--- src/hdl/decode_consts.svh ---
/*
 * Widths and encoding constants for the RV32E decode stage.
 * Included by the package and by every decoder that compares instruction fields.
 */
`ifndef DECODE_CONSTS_SVH
`define DECODE_CONSTS_SVH

// Datapath widths
`define INST_WIDTH 32
`define XLEN 32

// Trap cause
`define CAUSE_WIDTH 8
`define MECALL_CAUSE 8'h0B

// Store byte masks
`define WMASK_WIDTH 8
`define WMASK_BYTE 8'h01
`define WMASK_HALF 8'h03
`define WMASK_WORD 8'h0F

// funct7 picks add/sub and srl/sra
`define F7_BASE 7'h00
`define F7_ALT 7'h20

// funct12 of ecall under SYSTEM with funct3 zero
`define F12_ECALL 12'h000

`endif
--- src/hdl/decodePkg.sv ---
/*
 * Types shared by the decode stage: opcodes, control encodings and the decoded bundle.
 * Modules take these by importing the package in their header.
 */
`include "decode_consts.svh"

package decodePkg;

	// Major opcodes of RV32E
	typedef enum logic [6:0] {
		opSystem = 7'b1110011,
		opImmArith = 7'b0010011,
		opRegArith = 7'b0110011,
		opStore = 7'b0100011,
		opLoad = 7'b0000011,
		opBranch = 7'b1100011,
		opAuipc = 7'b0010111,
		opLui = 7'b0110111,
		opJal = 7'b1101111,
		opJalr = 7'b1100111
	} opcodeE;

	// ALU operations, encodings match the execute stage
	typedef enum logic [3:0] {
		aluAdd = 4'd0,
		aluSub = 4'd1,
		aluAnd = 4'd2,
		aluCmp = 4'd3,
		aluXor = 4'd4,
		aluCmpu = 4'd5,
		aluOr = 4'd6,
		aluSra = 4'd7,
		aluSrl = 4'd8,
		aluSll = 4'd9
	} aluOpE;

	typedef enum logic [2:0] {
		memByte = 3'd0,
		memHalf = 3'd1,
		memWord = 3'd2,
		memByteU = 3'd3,
		memHalfU = 3'd4
	} memKindE;

	// Register write-back source
	typedef enum logic [2:0] {
		wbAluResult = 3'd0,
		wbImm = 3'd1,
		wbPcPlus4 = 3'd2,
		wbMemData = 3'd3,
		wbCsr = 3'd4
	} wbSelE;

	typedef enum logic [1:0] {
		csrRs1 = 2'd0,
		csrRs1Or = 2'd1,
		csrPc = 2'd2
	} csrSrcE;

	typedef enum logic [2:0] {
		immI = 3'd0,
		immU = 3'd1,
		immJ = 3'd2,
		immS = 3'd3,
		immB = 3'd4
	} immTypeE;

	typedef struct packed {
		aluOpE aluOp;
		logic srcAPc;
		logic srcBImm;
		logic regWrite;
		wbSelE wbSel;
	} aluCtrlT;

	typedef struct packed {
		logic memValid;
		logic memWrite;
		logic [`WMASK_WIDTH-1:0] wmask;
		memKindE memKind;
	} memCtrlT;

	typedef struct packed {
		logic csrWrite;
		csrSrcE csrSrc;
		logic trap;
		logic [`CAUSE_WIDTH-1:0] cause;
	} sysCtrlT;

	// Full bundle handed to the execute stage
	typedef struct packed {
		aluCtrlT alu;
		memCtrlT mem;
		sysCtrlT sys;
		immTypeE immType;
		logic [`XLEN-1:0] imm;
	} decodedT;

endpackage

--- src/hdl/decodeStage.sv ---
/*
 * Top level of the RV32E decode stage.
 * Four field decoders feed one registered valid/ready output.
 */
`timescale 1ns/1ns
`include "decode_consts.svh"

module decodeStage import decodePkg::*; (
	input logic clk,
	input logic reset,
	input logic inValid,
	output logic inReady,
	input logic [`INST_WIDTH-1:0] inst,
	output logic outValid,
	input logic outReady,
	output decodedT decoded
);

	aluCtrlT aluCtrl;
	memCtrlT memCtrl;
	sysCtrlT sysCtrl;
	immTypeE immType;
	logic [`XLEN-1:0] imm;
	decodedT nextDecoded;

	aluDecoder aluDec (.inst(inst), .aluCtrl(aluCtrl));
	memDecoder memDec (.inst(inst), .memCtrl(memCtrl));
	sysDecoder sysDec (.inst(inst), .sysCtrl(sysCtrl));
	immGen immGenInst (.inst(inst), .immType(immType), .imm(imm));

	assign nextDecoded = '{alu: aluCtrl, mem: memCtrl, sys: sysCtrl, immType: immType, imm: imm};

	decodeCtrl ctrl (
		.clk(clk),
		.reset(reset),
		.inValid(inValid),
		.inReady(inReady),
		.nextDecoded(nextDecoded),
		.outValid(outValid),
		.outReady(outReady),
		.decoded(decoded)
	);

endmodule

--- src/hdl/decodeCtrl.sv ---
/*
 * Valid/ready control and the single-entry output register of the decode stage.
 * Accepts a new bundle whenever the register is empty or drains this cycle.
 */
`timescale 1ns/1ns

module decodeCtrl import decodePkg::*; (
	input logic clk,
	input logic reset,
	input logic inValid,
	output logic inReady,
	input decodedT nextDecoded,
	output logic outValid,
	input logic outReady,
	output decodedT decoded
);

	logic inFire;

	assign inReady = !outValid || outReady;
	assign inFire = inValid && inReady;

	always_ff @(posedge clk) begin
		if (reset) begin
			outValid <= 1'b0;
		end else if (inFire) begin
			outValid <= 1'b1;
		end else if (outReady) begin
			outValid <= 1'b0;
		end
	end

	always_ff @(posedge clk) begin
		if (inFire) begin
			decoded <= nextDecoded;
		end
	end

	// Back-pressure holds the bundle until it is taken
	holdStable: assert property (@(posedge clk) disable iff (reset)
		outValid && !outReady |=> outValid && $stable(decoded));

	// ALU and SYSTEM decoders never both claim an instruction this way
	noTrapWrite: assert property (@(posedge clk) disable iff (reset)
		outValid |-> !(decoded.sys.trap && decoded.alu.regWrite));

	memWriteValid: assert property (@(posedge clk) disable iff (reset)
		outValid && decoded.mem.memWrite |-> decoded.mem.memValid);

endmodule

--- src/hdl/immGen.sv ---
/*
 * Immediate type per opcode and the sign-extended immediate value.
 * Combinational, opcodes without an immediate give immI and zero.
 */
`timescale 1ns/1ns
`include "decode_consts.svh"

module immGen import decodePkg::*; (
	input logic [`INST_WIDTH-1:0] inst,
	output immTypeE immType,
	output logic [`XLEN-1:0] imm
);

	opcodeE opcode;
	logic sign;

	assign opcode = opcodeE'(inst[6:0]);
	assign sign = inst[31];

	always_comb begin
		case (opcode)
			opImmArith, opLoad, opJalr: immType = immI;
			opStore: immType = immS;
			opBranch: immType = immB;
			opLui, opAuipc: immType = immU;
			opJal: immType = immJ;
			default: immType = immI;
		endcase
	end

	always_comb begin
		case (opcode)
			opImmArith, opLoad, opJalr: begin
				imm = {{20{sign}}, inst[31:20]};
			end
			opStore: begin
				imm = {{20{sign}}, inst[31:25], inst[11:7]};
			end
			// Branch and jump offsets are halfword aligned
			opBranch: begin
				imm = {{19{sign}}, sign, inst[7], inst[30:25], inst[11:8], 1'b0};
			end
			opLui, opAuipc: begin
				imm = {inst[31:12], 12'b0};
			end
			opJal: begin
				imm = {{11{sign}}, sign, inst[19:12], inst[20], inst[30:21], 1'b0};
			end
			default: imm = '0;
		endcase
	end

endmodule

--- src/hdl/sysDecoder.sv ---
/*
 * CSR write controls and the ecall trap for SYSTEM instructions.
 * Combinational; ebreak, mret and other SYSTEM encodings give an idle bundle.
 */
`timescale 1ns/1ns
`include "decode_consts.svh"

module sysDecoder import decodePkg::*; (
	input logic [`INST_WIDTH-1:0] inst,
	output sysCtrlT sysCtrl
);

	opcodeE opcode;
	logic [2:0] funct3;
	logic [11:0] funct12;

	assign opcode = opcodeE'(inst[6:0]);
	assign funct3 = inst[14:12];
	assign funct12 = inst[31:20];

	always_comb begin
		sysCtrl = '0;
		if (opcode == opSystem) begin
			case (funct3)
				3'b001: begin
					sysCtrl.csrWrite = 1'b1;
					sysCtrl.csrSrc = csrRs1;
				end
				3'b010: begin
					sysCtrl.csrWrite = 1'b1;
					sysCtrl.csrSrc = csrRs1Or;
				end
				3'b000: begin
					// Machine call, mepc takes the PC
					if (funct12 == `F12_ECALL) begin
						sysCtrl.trap = 1'b1;
						sysCtrl.cause = `MECALL_CAUSE;
						sysCtrl.csrSrc = csrPc;
					end
				end
				default: sysCtrl = '0;
			endcase
		end
	end

endmodule

--- src/hdl/memDecoder.sv ---
/*
 * Memory access controls for loads and stores.
 * Combinational, everything outside LOAD and STORE gives an idle bundle.
 */
`timescale 1ns/1ns
`include "decode_consts.svh"

module memDecoder import decodePkg::*; (
	input logic [`INST_WIDTH-1:0] inst,
	output memCtrlT memCtrl
);

	opcodeE opcode;
	logic [2:0] funct3;
	logic loadLegal;
	memKindE loadKind;

	assign opcode = opcodeE'(inst[6:0]);
	assign funct3 = inst[14:12];

	always_comb begin
		loadLegal = 1'b1;
		loadKind = memWord;
		case (funct3)
			3'b000: loadKind = memByte;
			3'b001: loadKind = memHalf;
			3'b010: loadKind = memWord;
			3'b100: loadKind = memByteU;
			3'b101: loadKind = memHalfU;
			default: loadLegal = 1'b0;
		endcase
	end

	always_comb begin
		memCtrl = '0;
		case (opcode)
			opStore: begin
				memCtrl.memValid = (funct3 == 3'b000) || (funct3 == 3'b001) || (funct3 == 3'b010);
				memCtrl.memWrite = memCtrl.memValid;
				case (funct3)
					3'b000: memCtrl.wmask = `WMASK_BYTE;
					3'b001: memCtrl.wmask = `WMASK_HALF;
					3'b010: memCtrl.wmask = `WMASK_WORD;
					default: memCtrl.wmask = '0;
				endcase
			end
			opLoad: begin
				// Loads always fetch the full word, memKind trims it later
				if (loadLegal) begin
					memCtrl.memValid = 1'b1;
					memCtrl.wmask = `WMASK_WORD;
					memCtrl.memKind = loadKind;
				end
			end
			default: memCtrl = '0;
		endcase
	end

endmodule

--- src/hdl/aluDecoder.sv ---
/*
 * ALU operation, operand sources and register write-back control.
 * Combinational, reads only the instruction word.
 */
`timescale 1ns/1ns
`include "decode_consts.svh"

module aluDecoder import decodePkg::*; (
	input logic [`INST_WIDTH-1:0] inst,
	output aluCtrlT aluCtrl
);

	opcodeE opcode;
	logic [2:0] funct3;
	logic [6:0] funct7;
	logic isImm;
	aluOpE arithOp;
	logic arithLegal;

	assign opcode = opcodeE'(inst[6:0]);
	assign funct3 = inst[14:12];
	assign funct7 = inst[31:25];
	assign isImm = (opcode == opImmArith);

	// funct3 decode shared by register and immediate arithmetic
	always_comb begin
		arithOp = aluAdd;
		arithLegal = 1'b1;
		case (funct3)
			3'b000: begin
				// sub exists only in register form
				if (!isImm) begin
					if (funct7 == `F7_ALT) begin
						arithOp = aluSub;
					end else if (funct7 != `F7_BASE) begin
						arithLegal = 1'b0;
					end
				end
			end
			3'b001: begin
				arithOp = aluSll;
				arithLegal = (funct7 == `F7_BASE);
			end
			3'b010: arithOp = aluCmp;
			3'b011: arithOp = aluCmpu;
			3'b100: arithOp = aluXor;
			3'b101: begin
				arithOp = (funct7 == `F7_ALT) ? aluSra : aluSrl;
				arithLegal = (funct7 == `F7_ALT) || (funct7 == `F7_BASE);
			end
			3'b110: arithOp = aluOr;
			3'b111: arithOp = aluAnd;
		endcase
	end

	always_comb begin
		aluCtrl = '0;
		case (opcode)
			opRegArith, opImmArith: begin
				if (arithLegal) begin
					aluCtrl.aluOp = arithOp;
					aluCtrl.srcBImm = isImm;
					aluCtrl.regWrite = 1'b1;
					aluCtrl.wbSel = wbAluResult;
				end
			end
			opBranch: begin
				// Compare only, branch target comes from the immediate path
				case (funct3)
					3'b000, 3'b001: aluCtrl.aluOp = aluSub;
					3'b100, 3'b101: aluCtrl.aluOp = aluCmp;
					3'b110, 3'b111: aluCtrl.aluOp = aluCmpu;
					default: aluCtrl = '0;
				endcase
			end
			opStore: begin
				if (funct3 == 3'b000 || funct3 == 3'b001 || funct3 == 3'b010) begin
					aluCtrl.aluOp = aluAdd;
					aluCtrl.srcBImm = 1'b1;
				end
			end
			opLoad: begin
				if (funct3 != 3'b011 && funct3 != 3'b110 && funct3 != 3'b111) begin
					aluCtrl.aluOp = aluAdd;
					aluCtrl.srcBImm = 1'b1;
					aluCtrl.regWrite = 1'b1;
					aluCtrl.wbSel = wbMemData;
				end
			end
			opAuipc: begin
				aluCtrl.srcAPc = 1'b1;
				aluCtrl.srcBImm = 1'b1;
				aluCtrl.regWrite = 1'b1;
				aluCtrl.wbSel = wbAluResult;
			end
			opLui: begin
				aluCtrl.regWrite = 1'b1;
				aluCtrl.wbSel = wbImm;
			end
			opJal: begin
				aluCtrl.srcAPc = 1'b1;
				aluCtrl.srcBImm = 1'b1;
				aluCtrl.regWrite = 1'b1;
				aluCtrl.wbSel = wbPcPlus4;
			end
			opJalr: begin
				aluCtrl.srcBImm = 1'b1;
				aluCtrl.regWrite = 1'b1;
				aluCtrl.wbSel = wbPcPlus4;
			end
			opSystem: begin
				// csrrw and csrrs return the old CSR value
				if (funct3 == 3'b001 || funct3 == 3'b010) begin
					aluCtrl.regWrite = 1'b1;
					aluCtrl.wbSel = wbCsr;
				end
			end
			default: aluCtrl = '0;
		endcase
	end

endmodule

--- config.mk ---
export PLATFORM = sky130hd
export DESIGN_NAME = decodeStage
export DESIGN_NICKNAME = d
export VERILOG_FILES = /design/src/hdl/decodePkg.sv /design/src/hdl/decodeStage.sv /design/src/hdl/decodeCtrl.sv /design/src/hdl/immGen.sv /design/src/hdl/sysDecoder.sv /design/src/hdl/memDecoder.sv /design/src/hdl/aluDecoder.sv
export VERILOG_INCLUDE_DIRS = /design/src /design/src/hdl
export SDC_FILE = /design/constraint.sdc
export NUM_CORES = 1
export LEC_CHECK = 0
export BUFFER_PORTS_ARGS = -buffer_cell sky130_fd_sc_hd__clkbuf_2
export CORE_ASPECT_RATIO = 1.2
export CORE_UTILIZATION = 44
export DETAILED_ROUTE_END_ITERATION = 12
export PLACE_DENSITY = 0.76
export SYNTH_ARGS = -nofsm -noshare
export SYNTH_HDL_FRONTEND = slang
export SYNTH_SLANG_ARGS = --single-unit
--- constraint.sdc ---
create_clock -name clk -period 2 [get_ports clk]
set_input_delay 0.1 -clock clk [delete_from_list [all_inputs] [get_ports clk]]
set_output_delay 0.1 -clock clk [all_outputs]
set_load 0.02 [all_outputs]
==> impl_results.md, run 1 <==
* Status: finished, final reports clean
* Ys flop type: edfxtp_1
* R2R depth at 3
* Starting Density at 46.27%
* LEAKAGE at 1.638 nW
* CP Data Required Time at 2.07 ns
* #FFs+latches synth at 58
* Layout cells sized above 1 at 38.51%
* Vias in the first global route at 1905
* CTS tree: built
* Rows at 31
* CP Class: input pin to register
* Reg clk slew, reported paths at 0.06 ns
* Tmin final at approximately 1.4 ns
* Crit path launch type: input pin
* DRC Markers at 0
* GRT Resource Usage Total at about 19%
* ANT nets after route at 0
* Post-Synth Simple-Gate Area at 14.92%
* Clock latency at the later pin of the worst-skew pair at 0.34 ns
* Final period util at 67.52%
* R2R Path End: ctrl.decoded[45]
* Die height at 89.66 um
* Total core area at 0.006090 mm^2
* Synth Area in Compound Gates at 14.21%
* Fmax at 740.6 MHz
* Worst Skew at 0.003648 ns
* Dpl cells at approximately 390
* Finished Layout Cells at a little over 400
* Syn Inst Count at 221
* CP cell instances: clkbuf_2, nand2b_4, o311a_1, o31ai_1, or4b_1
* DRT iter0 DRCs at 80
* RePlAce Congestion at between 0.9 and 1
* CTS Root Buffer Type: clkbuf_8
* P per Cell Area at around 780 mW/mm^2
* Initial antenna violation count at 0
* Final hold violations at 0
* Multi-input logic area at between 800 and 900 um^2
* Buf/Inv on CP at 1
* Port Buffers at 98
* Adder-cell share of the synthesized area at 0%
* R2R setup slack at 0.76 ns
* Cell area after synthesis at ~0.0028 mm^2
* Largest net degree at the start of global routing at 58
* Yosys cell types at 57
* Via/cell ratio at a little over 5
* Worst r2r src: ctrl.outValid
* XOR/XNOR share of the synthesized area at 0.9325%
* CTS sink count at 58
* Slew margin rel. at 65.72%
* First drt pass iteration count at 4
* Yosys warns at 0
* Wire per inst at 15.08 um
* Filler instances at ~560
* Reg area at approximately 0.0017 mm^2
* Min-delay src: inst[18]
* Vias at just over 2000
* Routed WL at 6092 um
* Slew Viols, Final at 0
* MaxCap Viol Count at 0
* Post_cts resized at 0
* Post-synthesis async set-or-reset flop share at 0%
* CTS Buf Count at 9
* Die Wd at 75.05 um
* # IOs at 108
* CP max stage delay at 0.47 ns
* Ant diodes at 0
* CTS H-Tree Depth at 3
* RSZ-0062 raised after global routing: false
* Crit path max fanout at 16
* Mux cell area share after synthesis at 0%
* Overflow after GRT at 0
* Peak supply drop at a little over 0.4 mV
* Final setup vio count at 0
* Detailed placement HPWL at approximately 4400 um
* Fin nets at 353
* Setup TNS at 0 ns
* Hold_ws at 0.02896 ns
* Area Growth Syn to Fin at 23.40%
* Sequential-to-total area share from yosys stat at 61.46%
* Longest Clk Path Bufs at 2
* Synth Area per Inst at 12.75 um^2
* Hold depth at 2
* Overall Power at 2.727 mW
* Worst Hold End: ctrl.decoded[18]
* Largest family of logic cells by synthesized area: simple AND/OR/NAND/NOR gates
* First-pass GRT wire length at 9246 um
* Slew @ Worst Pin at 0.5114 ns
* Worst EP arrival at between 1 and 1.5 ns
* CP max stage cell: or4b_1
* Worst setup EP type: register
* Min-delay worst type: input pin to register
* Top delay family on crit path: simple AND/OR/NAND/NOR gates
* Die area at just under 0.007 mm^2
* EDFF count, synth at 57
flip-flops by register name (all words and copies together), names as in the netlist:
register	flops
ctrl.decoded	57
ctrl.outValid	1
cells in the mapped netlist (2+ instances only):
| cell | number | area [um^2] |
|---|---|---|
| nand2_1 | 14 | 52.55 |
| xnor2_1 | 3 | 26.28 |
| buf_4 | 14 | 105.1 |
| and2_1 | 7 | 43.79 |
| a31oi_1 | 3 | 18.77 |
| inv_1 | 8 | 30.03 |
| a22o_1 | 5 | 43.79 |
| buf_2 | 4 | 20.02 |
| nor2_1 | 7 | 26.28 |
| edfxtp_1 | 57 | 1712 |
| nor4_1 | 3 | 18.77 |
| nor3_1 | 10 | 50.05 |
| a21o_1 | 19 | 142.6 |
| o31ai_1 | 3 | 22.52 |
| o21a_1 | 2 | 15.01 |
| clkbuf_1 | 4 | 15.01 |
| o21ai_0 | 4 | 20.02 |
| a21oi_1 | 6 | 30.03 |
| buf_6 | 4 | 45.04 |
| nand3_1 | 5 | 25.02 |
| nand4_1 | 3 | 18.77 |
cells by family (layout without fill, tap and decap cells):
logic type	after synthesis	in the layout
simple gates	69	69
flops	58	58
compound gates	54	54
buf+inv	36	129
xor+xnor	3	3
other cells	1	9
report_power, final:
part	switching, mW	total (mW)	internal [mW]
clock network	0.428	0.948	0.520
logic	0.241	0.356	0.115
registers	0.0188	1.42	1.40
layout by cell type, fill, tap and decap left out, types with 6 or more instances in the layout:
cell      instances
clkbuf_2         98
edfxtp_1         57
a21o_1           19
nand2_1          14
clkbuf_8         11
nor3_1           10
conb_1            9
inv_1             8
nor2_1            7
and2_1            6
a21oi_1           6
timing repair:
action	in CTS	in global routing
hold endpoints to repair	1	0
buffers inserted	0	0
setup endpoints to repair	0	0
hold buffers	2	0
worst max path at each step:
stage | cells past startpoint | slack (ns) | start | endpoint
floorplan | 2 | 0.18 | ctrl.outValid | ctrl.decoded[0]
global placement | 4 | 0.34 | inst[13] | ctrl.decoded[63]
detailed placement | 5 | 0.32 | inst[12] | ctrl.decoded[63]
CTS | 5 | 0.67 | inst[12] | ctrl.decoded[63]
global route | 5 | 0.59 | inst[12] | ctrl.decoded[63]
finish | 5 | 0.65 | inst[12] | ctrl.decoded[63]
layout make-up:
type                    count  area share, %
clock buffers              16          4.894
inverters                   8         0.8636
multi-input cells         135          25.37
flip-flops and latches     58          49.80
well taps                  82          2.951
repair buffers            105          16.12
metal layers:
metal  track usage, %  part of all wire, %
met5                0                    0
met4            11.84                  2.1
met1            23.66                   42
met2            30.30                   49
met3            4.799                  6.9
metrics by stage:
step	utilization (%)	area [um^2]	setup slack, ns
floorplan	-	2849	0.1812
finish	57.10	3477	0.6497
detailed placement	53.98	3287	0.3182
global route	57.10	3477	0.5912
global placement	53.98	3287	0.3403
CTS	57.10	3477	0.6722
Note: power is estimated with default switching activity, not from simulation.
==> inputs of run 2 (changes only) <==
==> constraint.sdc (replaced) <==
create_clock -name clk -period 1.15 [get_ports clk]
set_input_delay 0.0575 -clock clk [delete_from_list [all_inputs] [get_ports clk]]
set_output_delay 0.0575 -clock clk [all_outputs]
set_load 0.02 [all_outputs]
==> run 2 against run 1 <==
Against the previous run:
- final cell count grew 15%
- die area is the same
- sequential share of layout area shrank 7.7 points
- routed wire length grew 8.8%
- worst hold slack lost 0.021 ns
- power grew 83%
- combinational power grew 120%
- the flow now finishes with violations (negative setup slack)
- largest power group unchanged
- register-to-register slack lost 0.72 ns
- critical path type unchanged
==> impl_results.md, run 2 (synthesis gave the netlist of run 1 again) <==
* Area Growth Syn to Fin at 46.36%
* Port Buffers at 98
* Initial antenna violation count at 0
* GRT Resource Usage Total at between 20% and 30%
* R2R Path End: ctrl.decoded[13]
* Fin nets at 415
* Peak supply drop at 0.6433 mV
* Clock latency at the later pin of the worst-skew pair at 0.33 ns
* Worst r2r src: ctrl.outValid
* Final setup vio count at 1
* Largest net degree at the start of global routing at 19
* First-pass GRT wire length at 10010 um
* DRT iter0 DRCs at 109
* Final worst slack at -0.008204 ns
* CTS tree: built
* Crit path max fanout at 5
* Worst Hold End: ctrl.outValid
* Worst EP arrival at roughly 1.3 ns
* Multi-input logic area at 975.9 um^2
* GRT met2 Usage at roughly a third
* CTS Root Buffer Type: clkbuf_8
* Die height at roughly 90 um
* Vias at 2330
* P per Cell Area at 1207 mW/mm^2
* Longest Clk Path Bufs at 2
* Grt met1 use at around a quarter
* Post-layout util at between 60% and 70%
* Slew Viols, Final at 0
* Reg clk slew, reported paths at 0.06 ns
* Final period util at 100.7%
* CTS Buf Count at 9
* Largest register by flop count: ctrl.decoded
* CTS sink count at 58
* Max reg flops at 57
* RePlAce Congestion at 0.9077
* Final hold violations at 0
* Most frequent cells in the layout: clkbuf_2 (92), buf_4 (58), edfxtp_1 (57), a21o_1 (19), nand2_1 (11)
* Die Wd at 75.05 um
* CP Data Required Time at 1.32 ns
* Vias in the first global route at 2112
* Routed WL at 6626 um
* Commonest non-fill, non-tap cell in the layout: clkbuf_2
* Failing checks: negative setup slack
* CP Class: input pin to register
* Layout cells sized above 1 at 51.30%
* Tmin final at around 1.2 ns
* Crit path launch type: input pin
* ANT nets after route at 0
* Starting Density at ~46%
* RSZ-0062 raised after global routing: true
* Most used routing layer: met2
* Largest regs: ctrl.decoded (57), ctrl.outValid (1)
* Reg area at 0.001735 mm^2
* CTS H-Tree Depth at 3
* Wire per inst at 14.22 um
* LEAKAGE at approximately 2.0 nW
* DP Worst Slack at -0.4068 ns
* R2R depth at 3
* Fmax at 863.4 MHz
* Via/cell ratio at about 5.0
* First drt pass iteration count at 4
* DRC Markers at 0
* Status: finished with violations
* Overflow after GRT at 0
* Filler instances at 477
* Rows at 31
* Worst Skew at between 0.007 and 0.008 ns
* Min-delay src: outReady
* Detailed placement HPWL at 5031 um
* MaxCap Viol Count at 0
* Min-delay worst type: input pin to register
* # IOs at 108
* Ant diodes at 0
* Die area at ~0.0067 mm^2
* R2R setup slack at 0.04 ns
* Total core area at roughly 0.006 mm^2
* Worst setup EP type: register
* Hold depth at 3
* Met3 GRT Util at approximately 5%
run 2: cell types whose count changed in the layout (fill, tap and decap cells not counted), moves of 3 or more:
cell           delta
buf_4            +54
dlygate4sd3_1     +5
clkbuf_2          -6
nand2_1           -3
buf_6             +5
nand2_2           +3
nand3_1           -3
run 2: worst max-delay path by stage:
stage,start,endpoint,cells past startpoint
floorplan,inst[14],ctrl.decoded[63],5
global placement,inst[31],ctrl.decoded[64],5
detailed placement,inst[31],ctrl.decoded[64],5
CTS,inst[31],ctrl.decoded[64],5
global route,inst[31],ctrl.decoded[64],5
finish,inst[31],ctrl.decoded[67],5
run 2: power by group:
part | total, mW | leakage (nW) | switching, mW | internal (mW)
logic | 0.798 | 1.32 | 0.463 | 0.335
clock network | 1.71 | 0.0894 | 0.724 | 0.984
registers | 2.47 | 0.574 | 0.0337 | 2.44
run 2: through the flow:
step                      setup TNS, ns  hold slack (ns)  area [um^2]  std cells  total power [mW]
after global routing            -0.2395         0.008826         4124        466             5.157
after CTS                      -0.02982        -0.006802         4034        464             4.994
after global placement           -13.10           0.2020         3755        440             3.255
final                         -0.008204         0.007866         4124        466             4.979
after detailed placement         -15.56           0.2076         3755        440             3.267
after floorplan                  -12.22           0.1169         2902        229             2.947
run 2: final cells by class:
class	instances	area share [%]
Clock inverter	4	1.032
Clock buffer	12	3.277
Tap cell	82	2.488
Multi-Input combinational cell	135	23.67
Inverter	8	0.7282
Timing Repair Buffer	167	26.73
Sequential cell	58	42.08
run 2: timing repair:
item	CTS	global route
gates resized for setup	5	18
setup endpoints to repair	11	21
gates cloned	0	0
hold buffers	7	0
buffers inserted	1	2
pin swaps	2	1
endpoints found under the hold margin	6	0
run 2: per-layer routing:
layer  vias up  wire (um)
met5         -          0
met4         0        128
met3        13        367
met2        96       3380
met1      1089       2749
li1       1132          -
run 2: critical path: stages:
cell and delay, ns:
buf_6 0.09, or4_4 0.57, nor3_1 0.32, a22oi_1 0.12, o22ai_1 0.17
